<file path="src/fp_settings.svh">
`ifndef FP_SETTINGS_SVH
`define FP_SETTINGS_SVH

//////////////////////////////////////////////////////////////////////
// channel counts and sample widths
//////////////////////////////////////////////////////////////////////

`define FP_N_ADC 8            // adc channels
`define FP_N_DAC 8            // dac channels
`define FP_N_OUT 8            // router outputs
`define FP_W_ADC 18
`define FP_W_DAC 16
`define FP_WORD_W 16          // one wire-in / wire-out word

// host bus
`define FP_HOST_AW 8
`define FP_HOST_DW 32

// pipes
`define FP_ADC_PIPE_DEPTH 16
`define FP_DAC_PIPE_DEPTH 16
`define FP_FILL_W 8           // fill count as seen in status

//////////////////////////////////////////////////////////////////////
// host address map
//////////////////////////////////////////////////////////////////////

`define FP_WIN_BASE 8'h00
`define FP_WIN_SPAN 32
`define FP_WOUT_BASE 8'h20
`define FP_WOUT_SPAN 8
`define FP_TRIG_BASE 8'h40
`define FP_TRIG_SPAN 5
`define FP_ADC_PIPE_ADDR 8'hA0
`define FP_DAC_PIPE_ADDR 8'hA4
`define FP_STATUS_ADDR 8'hA8

// wire-in slots
`define FP_WIN_ADC_OS 5'd0
`define FP_WIN_OSF_ACTIVATE 5'd1
`define FP_WIN_OSF_CYCLE_DELAY 5'd2
`define FP_WIN_OSF_OSM 5'd3
`define FP_WIN_OSF_UPDATE_EN 5'd4
`define FP_WIN_PID_LOCK_EN 5'd5
`define FP_WIN_PID_SETPOINT 5'd6
`define FP_WIN_PID_P_COEF 5'd7
`define FP_WIN_PID_I_COEF 5'd8
`define FP_WIN_PID_D_COEF 5'd9
`define FP_WIN_PID_UPDATE_EN 5'd10
`define FP_WIN_RTR_SRC_SEL 5'd11
`define FP_WIN_RTR_DEST_SEL 5'd12
`define FP_WIN_RTR_OUTPUT_ACTIVE 5'd13
`define FP_WIN_OPP_MIN0 5'd14
`define FP_WIN_OPP_MIN1 5'd15
`define FP_WIN_OPP_MIN2 5'd16
`define FP_WIN_OPP_MAX0 5'd17
`define FP_WIN_OPP_MAX1 5'd18
`define FP_WIN_OPP_MAX2 5'd19
`define FP_WIN_OPP_INIT0 5'd20
`define FP_WIN_OPP_INIT1 5'd21
`define FP_WIN_OPP_INIT2 5'd22
`define FP_WIN_OPP_UPDATE_EN 5'd23
`define FP_N_WIN 24           // slots actually backed by a register

// trigger-in slots
`define FP_TRIG_ADC_CSTART 3'd0
`define FP_TRIG_PID_CLEAR 3'd1
`define FP_TRIG_DAC_REF_SET 3'd2
`define FP_TRIG_MODULE_UPDATE 3'd3
`define FP_TRIG_SYS_RESET 3'd4

`endif

</file>
<file path="src/fp_pkg.sv">
`include "fp_settings.svh"

package fp_pkg;

	//////////////////////////////////////////////////////////////////////
	// host bus
	//////////////////////////////////////////////////////////////////////

	typedef struct packed {
		logic wr;                              // one-cycle write strobe
		logic rd;                              // one-cycle read strobe
		logic [`FP_HOST_AW-1:0] addr;
		logic [`FP_HOST_DW-1:0] wdata;
	} host_req_t;

	typedef struct packed {
		logic valid;                           // one cycle after rd
		logic [`FP_HOST_DW-1:0] rdata;
	} host_rsp_t;

	// address regions
	typedef enum logic [2:0] {
		region_win,
		region_wout,
		region_trig,
		region_adc_pipe,
		region_dac_pipe,
		region_status,
		region_none
	} fp_region_e;

	//////////////////////////////////////////////////////////////////////
	// downstream configuration
	//////////////////////////////////////////////////////////////////////

	typedef struct packed {
		logic [`FP_N_ADC-1:0] activate;
		logic [15:0] cycle_delay;
		logic [5:0] osm;                       // oversample ratio
		logic [`FP_N_ADC-1:0] update_en;
	} osf_cfg_t;

	typedef struct packed {
		logic [`FP_N_ADC-1:0] lock_en;
		logic [15:0] setpoint;
		logic signed [15:0] p_coef;
		logic signed [15:0] i_coef;
		logic signed [15:0] d_coef;
		logic [`FP_N_ADC-1:0] update_en;
	} pid_cfg_t;

	typedef struct packed {
		logic [3:0] src_sel;
		logic [3:0] dest_sel;
		logic [`FP_N_OUT-1:0] output_active;
	} rtr_cfg_t;

	typedef struct packed {
		logic [47:0] min;
		logic [47:0] max;
		logic [47:0] init;
		logic [`FP_N_OUT-1:0] update_en;
	} opp_cfg_t;

	// one-cycle pulses
	typedef struct packed {
		logic adc_cstart;
		logic [`FP_N_ADC-1:0] pid_clear;     // per channel
		logic dac_ref_set;
		logic module_update;
		logic sys_reset;
	} trig_t;

	// pipe items
	typedef struct packed {
		logic [2:0] chan;
		logic [`FP_W_ADC-1:0] sample;
	} adc_item_t;

	typedef struct packed {
		logic [2:0] chan;
		logic [`FP_W_DAC-1:0] sample;
	} dac_item_t;

endpackage

</file>
<file path="src/fp_host_ctrl.sv">
`timescale 1ns/1ns
`include "fp_settings.svh"

module fp_host_ctrl (
	input  logic clk50_in,
	input  logic rst,
	input  fp_pkg::host_req_t host_req,
	output fp_pkg::host_rsp_t host_rsp,
	output logic win_wr,
	output logic [4:0] win_idx,
	output logic trig_wr,
	output logic [2:0] trig_idx,
	output logic [`FP_WORD_W-1:0] wdata,
	input  logic [`FP_WORD_W-1:0] win_rdata,
	input  logic [`FP_WORD_W-1:0] wout_rdata,
	output logic [2:0] wout_idx,
	output logic adc_pop,
	output logic dac_pop,
	input  fp_pkg::adc_item_t adc_head,
	input  fp_pkg::dac_item_t dac_head,
	input  logic adc_empty,
	input  logic dac_empty,
	input  logic adc_ovf,
	input  logic dac_ovf,
	input  logic [`FP_FILL_W-1:0] adc_fill,
	input  logic [`FP_FILL_W-1:0] dac_fill
);

	fp_pkg::fp_region_e req_region;
	fp_pkg::fp_region_e rd_region_q;         // region of the pending read
	logic rd_q;
	logic [`FP_HOST_DW-1:0] reg_word, reg_word_q;
	fp_pkg::adc_item_t adc_head_q;
	fp_pkg::dac_item_t dac_head_q;
	logic adc_hit_q, dac_hit_q;              // pipe had data at request time

	// offset of a from base, checked against span
	function automatic logic in_range(input logic [`FP_HOST_AW-1:0] a,
		input logic [`FP_HOST_AW-1:0] base, input int span);
		logic [`FP_HOST_AW-1:0] off;
		off = a - base;                      // wraps high when a < base
		return int'(off) < span;
	endfunction

	//////////////////////////////////////////////////////////////////////
	// request decode
	//////////////////////////////////////////////////////////////////////

	always_comb begin
		if (in_range(host_req.addr, `FP_WIN_BASE, `FP_WIN_SPAN))
			req_region = fp_pkg::region_win;
		else if (in_range(host_req.addr, `FP_WOUT_BASE, `FP_WOUT_SPAN))
			req_region = fp_pkg::region_wout;
		else if (in_range(host_req.addr, `FP_TRIG_BASE, `FP_TRIG_SPAN))
			req_region = fp_pkg::region_trig;
		else if (host_req.addr == `FP_ADC_PIPE_ADDR)
			req_region = fp_pkg::region_adc_pipe;
		else if (host_req.addr == `FP_DAC_PIPE_ADDR)
			req_region = fp_pkg::region_dac_pipe;
		else if (host_req.addr == `FP_STATUS_ADDR)
			req_region = fp_pkg::region_status;
		else
			req_region = fp_pkg::region_none;
	end

	assign win_wr   = host_req.wr && req_region == fp_pkg::region_win;
	assign trig_wr  = host_req.wr && req_region == fp_pkg::region_trig;
	assign win_idx  = host_req.addr[4:0];
	assign trig_idx = host_req.addr[2:0];
	assign wout_idx = host_req.addr[2:0];
	assign wdata    = host_req.wdata[`FP_WORD_W-1:0];  // upper half unused

	// pop only what is there
	assign adc_pop = host_req.rd && req_region == fp_pkg::region_adc_pipe && !adc_empty;
	assign dac_pop = host_req.rd && req_region == fp_pkg::region_dac_pipe && !dac_empty;

	// register sources sampled in the request cycle
	always_comb begin
		reg_word = '0;
		case (req_region)
			fp_pkg::region_win:  reg_word[`FP_WORD_W-1:0] = win_rdata;
			fp_pkg::region_wout: reg_word[`FP_WORD_W-1:0] = wout_rdata;
			fp_pkg::region_status: begin
				reg_word[0]     = adc_ovf;
				reg_word[1]     = dac_ovf;
				reg_word[15:8]  = adc_fill;
				reg_word[23:16] = dac_fill;
			end
			default: reg_word = '0;
		endcase
	end

	//////////////////////////////////////////////////////////////////////
	// read response, one cycle late
	//////////////////////////////////////////////////////////////////////

	always_ff @(posedge clk50_in) begin
		if (rst) begin
			rd_q        <= 1'b0;
			rd_region_q <= fp_pkg::region_none;
		end else begin
			rd_q <= host_req.rd;
			if (host_req.rd)
				rd_region_q <= req_region;
		end
	end

	always_ff @(posedge clk50_in) begin
		if (host_req.rd) begin
			reg_word_q <= reg_word;
			adc_head_q <= adc_head;      // fwft head, popped this cycle
			dac_head_q <= dac_head;
			adc_hit_q  <= !adc_empty;
			dac_hit_q  <= !dac_empty;
		end
	end

	always_comb begin
		host_rsp.valid = rd_q;
		host_rsp.rdata = '0;             // trig and unmapped read zero
		case (rd_region_q)
			fp_pkg::region_win, fp_pkg::region_wout, fp_pkg::region_status:
				host_rsp.rdata = reg_word_q;
			fp_pkg::region_adc_pipe:
				if (adc_hit_q) begin
					host_rsp.rdata[$bits(fp_pkg::adc_item_t)-1:0] = adc_head_q;
					host_rsp.rdata[`FP_HOST_DW-1] = 1'b1;     // item present
				end
			fp_pkg::region_dac_pipe:
				if (dac_hit_q) begin
					host_rsp.rdata[$bits(fp_pkg::dac_item_t)-1:0] = dac_head_q;
					host_rsp.rdata[`FP_HOST_DW-1] = 1'b1;
				end
			default: host_rsp.rdata = '0;
		endcase
	end

	// host must never issue both strobes
	assert property (@(posedge clk50_in) disable iff (rst) !(host_req.wr && host_req.rd));

	// a pop needs data, and the answer then carries the present bit
	assert property (@(posedge clk50_in) disable iff (rst)
		adc_pop |-> !adc_empty ##1 host_rsp.rdata[`FP_HOST_DW-1]);
	assert property (@(posedge clk50_in) disable iff (rst)
		dac_pop |-> !dac_empty ##1 host_rsp.rdata[`FP_HOST_DW-1]);

endmodule

</file>
<file path="src/fp_param_regs.sv">
`timescale 1ns/1ns
`include "fp_settings.svh"

module fp_param_regs (
	input  logic clk50_in,
	input  logic rst,
	input  logic win_wr,
	input  logic [4:0] win_idx,
	input  logic [`FP_WORD_W-1:0] wdata,
	output logic [`FP_WORD_W-1:0] win_rdata,
	output fp_pkg::osf_cfg_t osf_cfg,
	output fp_pkg::pid_cfg_t pid_cfg,
	output fp_pkg::rtr_cfg_t rtr_cfg,
	output fp_pkg::opp_cfg_t opp_cfg,
	output logic [2:0] adc_os
);

	logic [`FP_WORD_W-1:0] win_q [`FP_N_WIN];   // one word per wire-in
	logic idx_ok;

	assign idx_ok = int'(win_idx) < `FP_N_WIN;   // slots above read zero

	always_ff @(posedge clk50_in) begin
		if (rst) begin
			for (int i = 0; i < `FP_N_WIN; i++)
				win_q[i] <= '0;
		end else if (win_wr && idx_ok) begin
			win_q[win_idx] <= wdata;
		end
	end

	assign win_rdata = idx_ok ? win_q[win_idx] : '0;   // full stored word

	//////////////////////////////////////////////////////////////////////
	// pack words into unit configs
	//////////////////////////////////////////////////////////////////////

	assign adc_os = win_q[`FP_WIN_ADC_OS][2:0];

	// oversample filter
	assign osf_cfg.activate    = win_q[`FP_WIN_OSF_ACTIVATE][`FP_N_ADC-1:0];
	assign osf_cfg.cycle_delay = win_q[`FP_WIN_OSF_CYCLE_DELAY];
	assign osf_cfg.osm         = win_q[`FP_WIN_OSF_OSM][5:0];
	assign osf_cfg.update_en   = win_q[`FP_WIN_OSF_UPDATE_EN][`FP_N_ADC-1:0];

	// pid core
	assign pid_cfg.lock_en   = win_q[`FP_WIN_PID_LOCK_EN][`FP_N_ADC-1:0];
	assign pid_cfg.setpoint  = win_q[`FP_WIN_PID_SETPOINT];
	assign pid_cfg.p_coef    = win_q[`FP_WIN_PID_P_COEF];
	assign pid_cfg.i_coef    = win_q[`FP_WIN_PID_I_COEF];
	assign pid_cfg.d_coef    = win_q[`FP_WIN_PID_D_COEF];
	assign pid_cfg.update_en = win_q[`FP_WIN_PID_UPDATE_EN][`FP_N_ADC-1:0];

	// router
	assign rtr_cfg.src_sel       = win_q[`FP_WIN_RTR_SRC_SEL][3:0];
	assign rtr_cfg.dest_sel      = win_q[`FP_WIN_RTR_DEST_SEL][3:0];
	assign rtr_cfg.output_active = win_q[`FP_WIN_RTR_OUTPUT_ACTIVE][`FP_N_OUT-1:0];

	// output preprocessor, 48 bit limits low word first
	assign opp_cfg.min = {win_q[`FP_WIN_OPP_MIN2], win_q[`FP_WIN_OPP_MIN1],
		win_q[`FP_WIN_OPP_MIN0]};
	assign opp_cfg.max = {win_q[`FP_WIN_OPP_MAX2], win_q[`FP_WIN_OPP_MAX1],
		win_q[`FP_WIN_OPP_MAX0]};
	assign opp_cfg.init = {win_q[`FP_WIN_OPP_INIT2], win_q[`FP_WIN_OPP_INIT1],
		win_q[`FP_WIN_OPP_INIT0]};
	assign opp_cfg.update_en = win_q[`FP_WIN_OPP_UPDATE_EN][`FP_N_OUT-1:0];

endmodule

</file>
<file path="src/fp_trigger_bank.sv">
`timescale 1ns/1ns
`include "fp_settings.svh"

module fp_trigger_bank (
	input  logic clk50_in,
	input  logic rst,
	input  logic trig_wr,
	input  logic [2:0] trig_idx,
	input  logic [`FP_WORD_W-1:0] wdata,
	output fp_pkg::trig_t trig
);

	logic [3:0] scalar;                      // single-bit triggers

	// pulses last one cycle unless rewritten
	always_ff @(posedge clk50_in) begin
		if (rst) begin
			trig <= '0;
		end else begin
			trig <= '0;
			if (trig_wr) begin
				case (trig_idx)
					`FP_TRIG_ADC_CSTART:    trig.adc_cstart    <= wdata[0];
					`FP_TRIG_PID_CLEAR:     trig.pid_clear     <= wdata[`FP_N_ADC-1:0];
					`FP_TRIG_DAC_REF_SET:   trig.dac_ref_set   <= wdata[0];
					`FP_TRIG_MODULE_UPDATE: trig.module_update <= wdata[0];
					`FP_TRIG_SYS_RESET:     trig.sys_reset     <= wdata[0];
					default: trig <= '0;
				endcase
			end
		end
	end

	assign scalar = {trig.adc_cstart, trig.dac_ref_set, trig.module_update, trig.sys_reset};

	// no scalar trigger stays high two cycles running
	assert property (@(posedge clk50_in) disable iff (rst) (scalar & $past(scalar)) == '0);

endmodule

</file>
<file path="src/fp_data_tap.sv">
`timescale 1ns/1ns
`include "fp_settings.svh"

module fp_data_tap (
	input  logic clk50_in,
	input  logic rst,
	input  logic [`FP_N_ADC-1:0] adc_data_valid,
	input  logic [`FP_W_ADC-1:0] adc_data_a,
	input  logic [`FP_W_ADC-1:0] adc_data_b,
	input  logic [`FP_N_DAC-1:0] opp_dac_data_valid,
	input  logic [`FP_W_DAC-1:0] opp_dac_data0,
	input  logic [2:0] wout_idx,
	output logic [`FP_WORD_W-1:0] wout_rdata,
	output logic adc_push,
	output fp_pkg::adc_item_t adc_item,
	output logic dac_push,
	output fp_pkg::dac_item_t dac_item
);

	localparam int HALF = `FP_N_ADC / 2;

	logic [`FP_W_ADC-1:0] adc_q [`FP_N_ADC];   // latest sample per channel
	logic [2:0] adc_sel, dac_sel;

	//////////////////////////////////////////////////////////////////////
	// wire-out channel registers
	//////////////////////////////////////////////////////////////////////

	// bus a feeds the lower half, bus b the upper half
	for (genvar i = 0; i < HALF; i++) begin : g_pair
		always_ff @(posedge clk50_in) begin
			if (rst) begin
				adc_q[i]      <= '0;
				adc_q[i+HALF] <= '0;
			end else if (adc_data_valid[i]) begin
				adc_q[i] <= adc_data_a;
			end else if (adc_data_valid[i+HALF]) begin
				adc_q[i+HALF] <= adc_data_b;
			end
		end
	end

	assign wout_rdata = adc_q[wout_idx][`FP_W_ADC-1:`FP_W_ADC-`FP_WORD_W];   // bits 17:2

	//////////////////////////////////////////////////////////////////////
	// pipe items
	//////////////////////////////////////////////////////////////////////

	// lowest set valid bit wins
	always_comb begin
		adc_sel = '0;
		for (int k = `FP_N_ADC - 1; k >= 0; k--)
			if (adc_data_valid[k])
				adc_sel = k[2:0];
		dac_sel = '0;
		for (int k = `FP_N_DAC - 1; k >= 0; k--)
			if (opp_dac_data_valid[k])
				dac_sel = k[2:0];
	end

	always_ff @(posedge clk50_in) begin
		if (rst) begin
			adc_push <= 1'b0;
			dac_push <= 1'b0;
		end else begin
			adc_push <= |adc_data_valid;
			dac_push <= |opp_dac_data_valid;
		end
	end

	always_ff @(posedge clk50_in) begin
		if (|adc_data_valid) begin
			adc_item.chan   <= adc_sel;
			adc_item.sample <= (int'(adc_sel) < HALF) ? adc_data_a : adc_data_b;
		end
		if (|opp_dac_data_valid) begin
			dac_item.chan   <= dac_sel;
			dac_item.sample <= opp_dac_data0;       // single dac bus
		end
	end

endmodule

</file>
<file path="src/fp_pipe_fifo.sv">
`timescale 1ns/1ns
`include "fp_settings.svh"

module fp_pipe_fifo #(
	parameter type item_t = logic [7:0],
	parameter int DEPTH = 16
) (
	input  logic clk50_in,
	input  logic rst,
	input  logic clear,                       // sys_reset trigger
	input  logic push,
	input  item_t push_item,
	input  logic pop,
	output item_t head,
	output logic empty,
	output logic ovf,
	output logic [`FP_FILL_W-1:0] fill
);

	localparam int AW = $clog2(DEPTH);

	item_t mem [DEPTH];
	logic [AW-1:0] wr_ptr, rd_ptr;
	logic full, do_push, do_pop;

	assign full    = int'(fill) == DEPTH;
	assign empty   = fill == '0;
	assign do_push = push && !full;          // full drops the item
	assign do_pop  = pop && !empty;
	assign head    = mem[rd_ptr];            // first word falls through

	always_ff @(posedge clk50_in) begin
		if (rst || clear) begin
			wr_ptr <= '0;
			rd_ptr <= '0;
			fill   <= '0;
			ovf    <= 1'b0;
		end else begin
			if (do_push)
				wr_ptr <= (int'(wr_ptr) == DEPTH - 1) ? '0 : wr_ptr + 1'b1;
			if (do_pop)
				rd_ptr <= (int'(rd_ptr) == DEPTH - 1) ? '0 : rd_ptr + 1'b1;
			if (push && full)
				ovf <= 1'b1;                   // sticky until clear
			case ({do_push, do_pop})
				2'b10:   fill <= fill + 1'b1;
				2'b01:   fill <= fill - 1'b1;
				default: fill <= fill;
			endcase
		end
	end

	always_ff @(posedge clk50_in) begin
		if (do_push)
			mem[wr_ptr] <= push_item;
	end

	assert property (@(posedge clk50_in) disable iff (rst) int'(fill) <= DEPTH);

endmodule

</file>
<file path="src/frontpanel_interface.sv">
`timescale 1ns/1ns
`include "fp_settings.svh"

module frontpanel_interface (
	input  logic clk50_in,
	input  logic rst,
	input  fp_pkg::host_req_t host_req,
	output fp_pkg::host_rsp_t host_rsp,
	input  logic [`FP_N_ADC-1:0] adc_data_valid,
	input  logic [`FP_W_ADC-1:0] adc_data_a,
	input  logic [`FP_W_ADC-1:0] adc_data_b,
	input  logic [`FP_N_DAC-1:0] opp_dac_data_valid,
	input  logic [`FP_W_DAC-1:0] opp_dac_data0,
	output logic [2:0] adc_os,
	output logic adc_cstart,
	output fp_pkg::osf_cfg_t osf_cfg,
	output fp_pkg::pid_cfg_t pid_cfg,
	output fp_pkg::rtr_cfg_t rtr_cfg,
	output fp_pkg::opp_cfg_t opp_cfg,
	output logic [`FP_N_ADC-1:0] pid_clear,
	output logic dac_ref_set,
	output logic module_update,
	output logic sys_reset
);

	// host ctrl <-> register banks
	logic win_wr, trig_wr;
	logic [4:0] win_idx;
	logic [2:0] trig_idx, wout_idx;
	logic [`FP_WORD_W-1:0] wdata, win_rdata, wout_rdata;
	fp_pkg::trig_t trig;

	// data tap <-> pipes <-> host ctrl
	logic adc_push, dac_push, adc_pop, dac_pop;
	fp_pkg::adc_item_t adc_item, adc_head;
	fp_pkg::dac_item_t dac_item, dac_head;
	logic adc_empty, dac_empty, adc_ovf, dac_ovf;
	logic [`FP_FILL_W-1:0] adc_fill, dac_fill;

	//////////////////////////////////////////////////////////////////////
	// blocks
	//////////////////////////////////////////////////////////////////////

	fp_host_ctrl i_host_ctrl (
		.clk50_in, .rst, .host_req, .host_rsp,
		.win_wr, .win_idx, .trig_wr, .trig_idx, .wdata,
		.win_rdata, .wout_rdata, .wout_idx,
		.adc_pop, .dac_pop, .adc_head, .dac_head,
		.adc_empty, .dac_empty, .adc_ovf, .dac_ovf, .adc_fill, .dac_fill
	);

	fp_param_regs i_param_regs (
		.clk50_in, .rst, .win_wr, .win_idx, .wdata, .win_rdata,
		.osf_cfg, .pid_cfg, .rtr_cfg, .opp_cfg, .adc_os
	);

	fp_trigger_bank i_trigger_bank (
		.clk50_in, .rst, .trig_wr, .trig_idx, .wdata, .trig
	);

	fp_data_tap i_data_tap (
		.clk50_in, .rst, .adc_data_valid, .adc_data_a, .adc_data_b,
		.opp_dac_data_valid, .opp_dac_data0, .wout_idx, .wout_rdata,
		.adc_push, .adc_item, .dac_push, .dac_item
	);

	// bulk pipes, cleared by rst or the sys_reset trigger
	fp_pipe_fifo #(.item_t(fp_pkg::adc_item_t), .DEPTH(`FP_ADC_PIPE_DEPTH)) i_adc_pipe (
		.clk50_in, .rst, .clear(trig.sys_reset),
		.push(adc_push), .push_item(adc_item), .pop(adc_pop),
		.head(adc_head), .empty(adc_empty), .ovf(adc_ovf), .fill(adc_fill)
	);

	fp_pipe_fifo #(.item_t(fp_pkg::dac_item_t), .DEPTH(`FP_DAC_PIPE_DEPTH)) i_dac_pipe (
		.clk50_in, .rst, .clear(trig.sys_reset),
		.push(dac_push), .push_item(dac_item), .pop(dac_pop),
		.head(dac_head), .empty(dac_empty), .ovf(dac_ovf), .fill(dac_fill)
	);

	// trigger pulses out to the units
	assign adc_cstart    = trig.adc_cstart;
	assign pid_clear     = trig.pid_clear;
	assign dac_ref_set   = trig.dac_ref_set;
	assign module_update = trig.module_update;
	assign sys_reset     = trig.sys_reset;

endmodule

</file>
<file path="config.mk">
export PLATFORM = sky130hd
export DESIGN_NAME = frontpanel_interface
export DESIGN_NICKNAME = d
export VERILOG_FILES = /design/src/fp_pkg.sv /design/src/fp_host_ctrl.sv /design/src/fp_param_regs.sv /design/src/fp_trigger_bank.sv /design/src/fp_data_tap.sv /design/src/fp_pipe_fifo.sv /design/src/frontpanel_interface.sv
export VERILOG_INCLUDE_DIRS = /design/src /design/src/src
export SDC_FILE = /design/constraint.sdc
export NUM_CORES = 2
export LEC_CHECK = 0
export BUFFER_PORTS_ARGS = -buffer_cell sky130_fd_sc_hd__buf_2
export CORE_ASPECT_RATIO = 2
export CORE_UTILIZATION = 54
export DETAILED_ROUTE_END_ITERATION = 12
export GPL_TIMING_DRIVEN = 0
export PLACE_DENSITY = 0.73
export SETUP_SLACK_MARGIN = 0.15
export SLEW_MARGIN = 10
export SYNTH_ARGS = -nofsm -noshare
export SYNTH_HDL_FRONTEND = slang
export SYNTH_SLANG_ARGS = --single-unit
export TNS_END_PERCENT = 100
</file>
<file path="constraint.sdc">
create_clock -name clk50_in -period 4.28 [get_ports clk50_in]
set_input_delay 0.214 -clock clk50_in [delete_from_list [all_inputs] [get_ports clk50_in]]
set_output_delay 0.214 -clock clk50_in [all_outputs]
set_load 0.02 [all_outputs]
</file>
==> results.txt <==
* Combined global-route utilization of all metal layers: 37.34%
- The H-tree was split into 3 levels.
- The count of nets left with antenna violations once routing finished came out at 0.
- Number of antenna violations at the first check in global routing: 22
- Measured along the y axis, the die boundary spans 453.9 µm.
* CP Launch Type: primary input
* Global-route wire length before repair: 261300 µm
- Final sum of negative setup slack: 0 ns
- The cell sitting at the root of the clock tree is a clkbuf_16.
- The number of global-route vias before repair was 33.90k.
- Avg Cell Area, Syn: 17.45 µm²
* Max Clock Skew: 0.02954 ns
- Counting flops with a built-in enable in the synthesized netlist gives 1258.
* Number of placement rows: 165
- Register bit count reported by yosys: 1310
- Post-Place Cell Area: 59570 µm²
- Max capacitance violation total: 0
* Slew at the pin closest to its max-slew limit: 1.420 ns
- Fraction of final layout cells with drive strength greater than 1: 29.43%
* Clock transition at the registers of the reported paths: 0.07 ns
- Port Buffer Count: 421
- The first routing iteration left 4027 violations.
* Top fanout value on the critical path: 10
* Result of the run: finished, final reports clean
- Overall power: 26760 µW
* Routed via count divided by cell count: 6.329
* DRC Markers: 0
* Number of primary I/O pins: 446
- Total Nets Final: 3946
- Total standard cell area after synthesis: 55140 µm²
* Number of buffers between clock root and the deepest sink: 3
* CTS Sinks: 1310
- Weighted congestion at the end of routability-driven global placement: 1.026
* Initial Util: 54.50%
- The max-slew violation count came to 0.
- The worst setup path is captured at a register.
- The routed design has 191000 µm of wire.
- The die covers 103500 µm².
* Synth top area cells: edfxtp_1 69%, mux4_2 11%, and2_1 5.8%, mux2i_1 2.1%, dfxtp_1 1.9%
* CTS Buf Count: 108
* Pleak: 0.02241 µW
- Type of the worst min-delay path: primary input to register
* Maximum clock rate: 265.1 MHz
- Headroom to the max-slew limit: 5.318%
* Required time of the critical path: 4.74 ns
* Standard cell core area: 101200 µm²
- Synth unique cells: 77
- Most frequently used flop master after synthesis: edfxtp_1
* Type of the worst setup path: primary input to register
- Final non-filler cell area: 63870 µm²
- Setup violations remaining at the end of the flow were counted as 0.
- The worst path in the final design needs a cycle of 3.771 ns, including I/O delays and setup.
* Layout Area Growth over Synthesis: 15.84%
- Count of placed standard cells in the final layout, fillers left out: 5246
* Pre-antenna DRT Iters: 8
- TritonCTS built the clock tree.
- Maximum number of pins on one net before global-route repair: 71
- Fin. Hold Viols: 0
* Unrepaired setup endpoints after global routing: false
- Total gr overflow: 0
- Cells after synthesis: 3160
- Die X-Extent: 227.9 µm
- The worst-case IR drop observed on VDD is 0.0003711 V.
* Total vias in the final route: 33.20k
- Synthesis warning total: 0
- Final HPWL from detailed placement: 138000 µm
- Sequential cells were found to cover 70.40% of the synthesized design area.
* Placed instance count: 4953
- Power density over the cells: 419.0 nW/µm²
- Post-route clock period utilization: 88.12%
* Async set-or-reset flop fraction in the synthesized netlist: 0%
* Clk_lat worst skew: 0.74 ns
* Area share of the largest cell type after synthesis: 68.52%
- Summed over all instances, the cell type with the most area after synthesis is edfxtp_1.
- In the final routed layout, each cell accounts on average for 36.41 µm.
- Arrival time at the worst endpoint: 4.23 ns
[per-stage QoR]
| stage | util (%) | worst slack (ns) | hold slack [ns] |
|---|---|---|---|
| after floorplan | - | 1.063 | 0.3129 |
| after global placement | 58.26 | -1.111 | 0.3900 |
| after detailed placement | 58.88 | -0.02231 | 0.3924 |
| after CTS | 63.08 | 0.7444 | 0.04122 |
| after global routing | 63.12 | 0.4472 | 0.09042 |
| final | 63.14 | 0.5085 | 0.09214 |
[critical path, stage by stage]
cell and delay [ns]:
buf_2 0.10, buf_2 0.15, buf_2 0.20, nand4bb_1 0.39
clkbuf_1 1.09, o22ai_1 0.53, a211oi_1 0.91, a31oi_1 0.26
a221o_1 0.37
[worst paths after layout]
kind                                         start                          to  slack (ns)  cells past startpoint
worst max-delay path                  host_req[34]  i_host_ctrl.reg_word_q[15]        0.51                      9
worst min-delay path             adc_data_valid[4]     i_data_tap.adc_item[18]        0.09                      4
worst max register to register  i_adc_pipe.fill[2]          i_adc_pipe.fill[7]        0.73                     10
worst min register to register      i_dac_pipe.ovf              i_dac_pipe.ovf        0.50                      2
[metal layers]
layer  vias up  global-route usage, %  part of all wire, %
li1      13510                      -                    -
met4        14                  35.16                   11
met1     16740                  37.42                   30
met3       703                  10.82                   10
met5         -                      0                0.042
met2      2237                  62.18                   49
[area by class of cell]
cell class / instances / area, µm²
Clock buffer: 137 / 2937
Clock inverter: 60 / 518.0
Multi-Input combinational cell: 1536 / 14960
Timing Repair Buffer: 531 / 3314
Buffer: 272 / 1436
Fill cell: 7323 / 37290
Tap cell: 1336 / 1672
Sequential cell: 1310 / 38820
Inverter: 48 / 180.2
Antenna cell: 16 / 40.04
[where the power goes]
group	switching, µW	leakage, µW	total (µW)	internal (µW)
logic	1340	0.00843	1980	641
registers	311	0.0123	14800	14500
clock network	4640	0.00169	9970	5330
total	6290	0.0224	26800	20500
[cell usage in the layout, fill, tap and decap left out, types with 11 or more instances in the layout]
cell type | netlist | final
nand2_1 | 44 | 44
nor2b_1 | 12 | 11
o22ai_1 | 46 | 46
clkinv_1 | 1 | 24
mux2i_1 | 116 | 116
dfxtp_1 | 52 | 52
clkinv_2 | 0 | 21
ha_1 | 25 | 25
a21oi_1 | 40 | 40
nor3_1 | 72 | 63
buf_4 | 89 | 102
nand3_1 | 17 | 17
nor2_2 | 16 | 17
diode_2 | 0 | 16
inv_1 | 47 | 47
or2_2 | 31 | 31
clkbuf_16 | 0 | 112
clkbuf_1 | 115 | 135
a222oi_1 | 19 | 19
nand2b_1 | 16 | 16
buf_6 | 2 | 11
nor2_4 | 0 | 24
nor3_2 | 2 | 11
edfxtp_1 | 1258 | 1258
nor2_1 | 97 | 72
dlygate4sd3_1 | 0 | 79
a211oi_1 | 14 | 14
mux2_2 | 25 | 25
and2_1 | 509 | 509
a31oi_1 | 11 | 11
mux4_2 | 278 | 278
buf_1 | 14 | 14
buf_2 | 49 | 469
[logic make-up (layout without fill, tap and decap cells)]
group | count (synthesis) | after routing | share of synthesized area [%]
other | 1 | 23 | 0.006801
and+or+nand+nor | 874 | 874 | 9.286
adders and majority gates | 27 | 27 | 0.6400
buffers and inverters | 320 | 1048 | 2.930
AOI/OAI and AO/OA | 198 | 198 | 2.587
muxes | 419 | 419 | 13.97
xor gates and xnor gates | 11 | 11 | 0.1748
DFF | 1310 | 1310 | 70.40
[repair_timing]
| action | in CTS | in global routing |
|---|---|---|
| endpoints found under the setup margin | 0 | 0 |
| hold endpoints to repair | 237 | 0 |
| hold buffers | 79 | 0 |
| resized for setup | 0 | 0 |
| buffers inserted | 0 | 0 |
[registers in the layout, summed over array words and instances (netlist names), 8 cells and up]
| name | count |
|---|---|
| i_param_regs.win_q | 384 |
| i_host_ctrl.reg_word_q | 24 |
| i_adc_pipe.mem | 336 |
| i_host_ctrl.dac_head_q | 19 |
| i_data_tap.adc_item | 21 |
| i_dac_pipe.fill | 8 |
| i_dac_pipe.mem | 304 |
| i_data_tap.dac_item | 19 |
| i_trigger_bank.trig | 12 |
| i_adc_pipe.fill | 8 |
| i_data_tap.adc_q | 128 |
| i_host_ctrl.adc_head_q | 21 |
[synth_stat cells, types with 6 or more instances]
library cell,count
mux2i_1,116
mux2_2,25
xor2_1,8
a211oi_1,14
buf_4,89
buf_1,14
nor2_1,97
and2_1,509
nor3_1,72
and3_1,7
ha_1,25
a221o_1,7
or4_1,6
or3_1,8
edfxtp_1,1258
nand2_1,44
nor4_1,8
inv_1,47
or2_2,31
a31oi_1,11
a21oi_1,40
mux4_2,278
o21ai_0,8
nand3_1,17
clkbuf_1,115
nand2b_1,16
a222oi_1,19
nor2_2,16
nor2b_1,12
dfxtp_1,52
buf_2,49
o22ai_1,46
No activity file was read; power rests on OpenSTA's default activity.
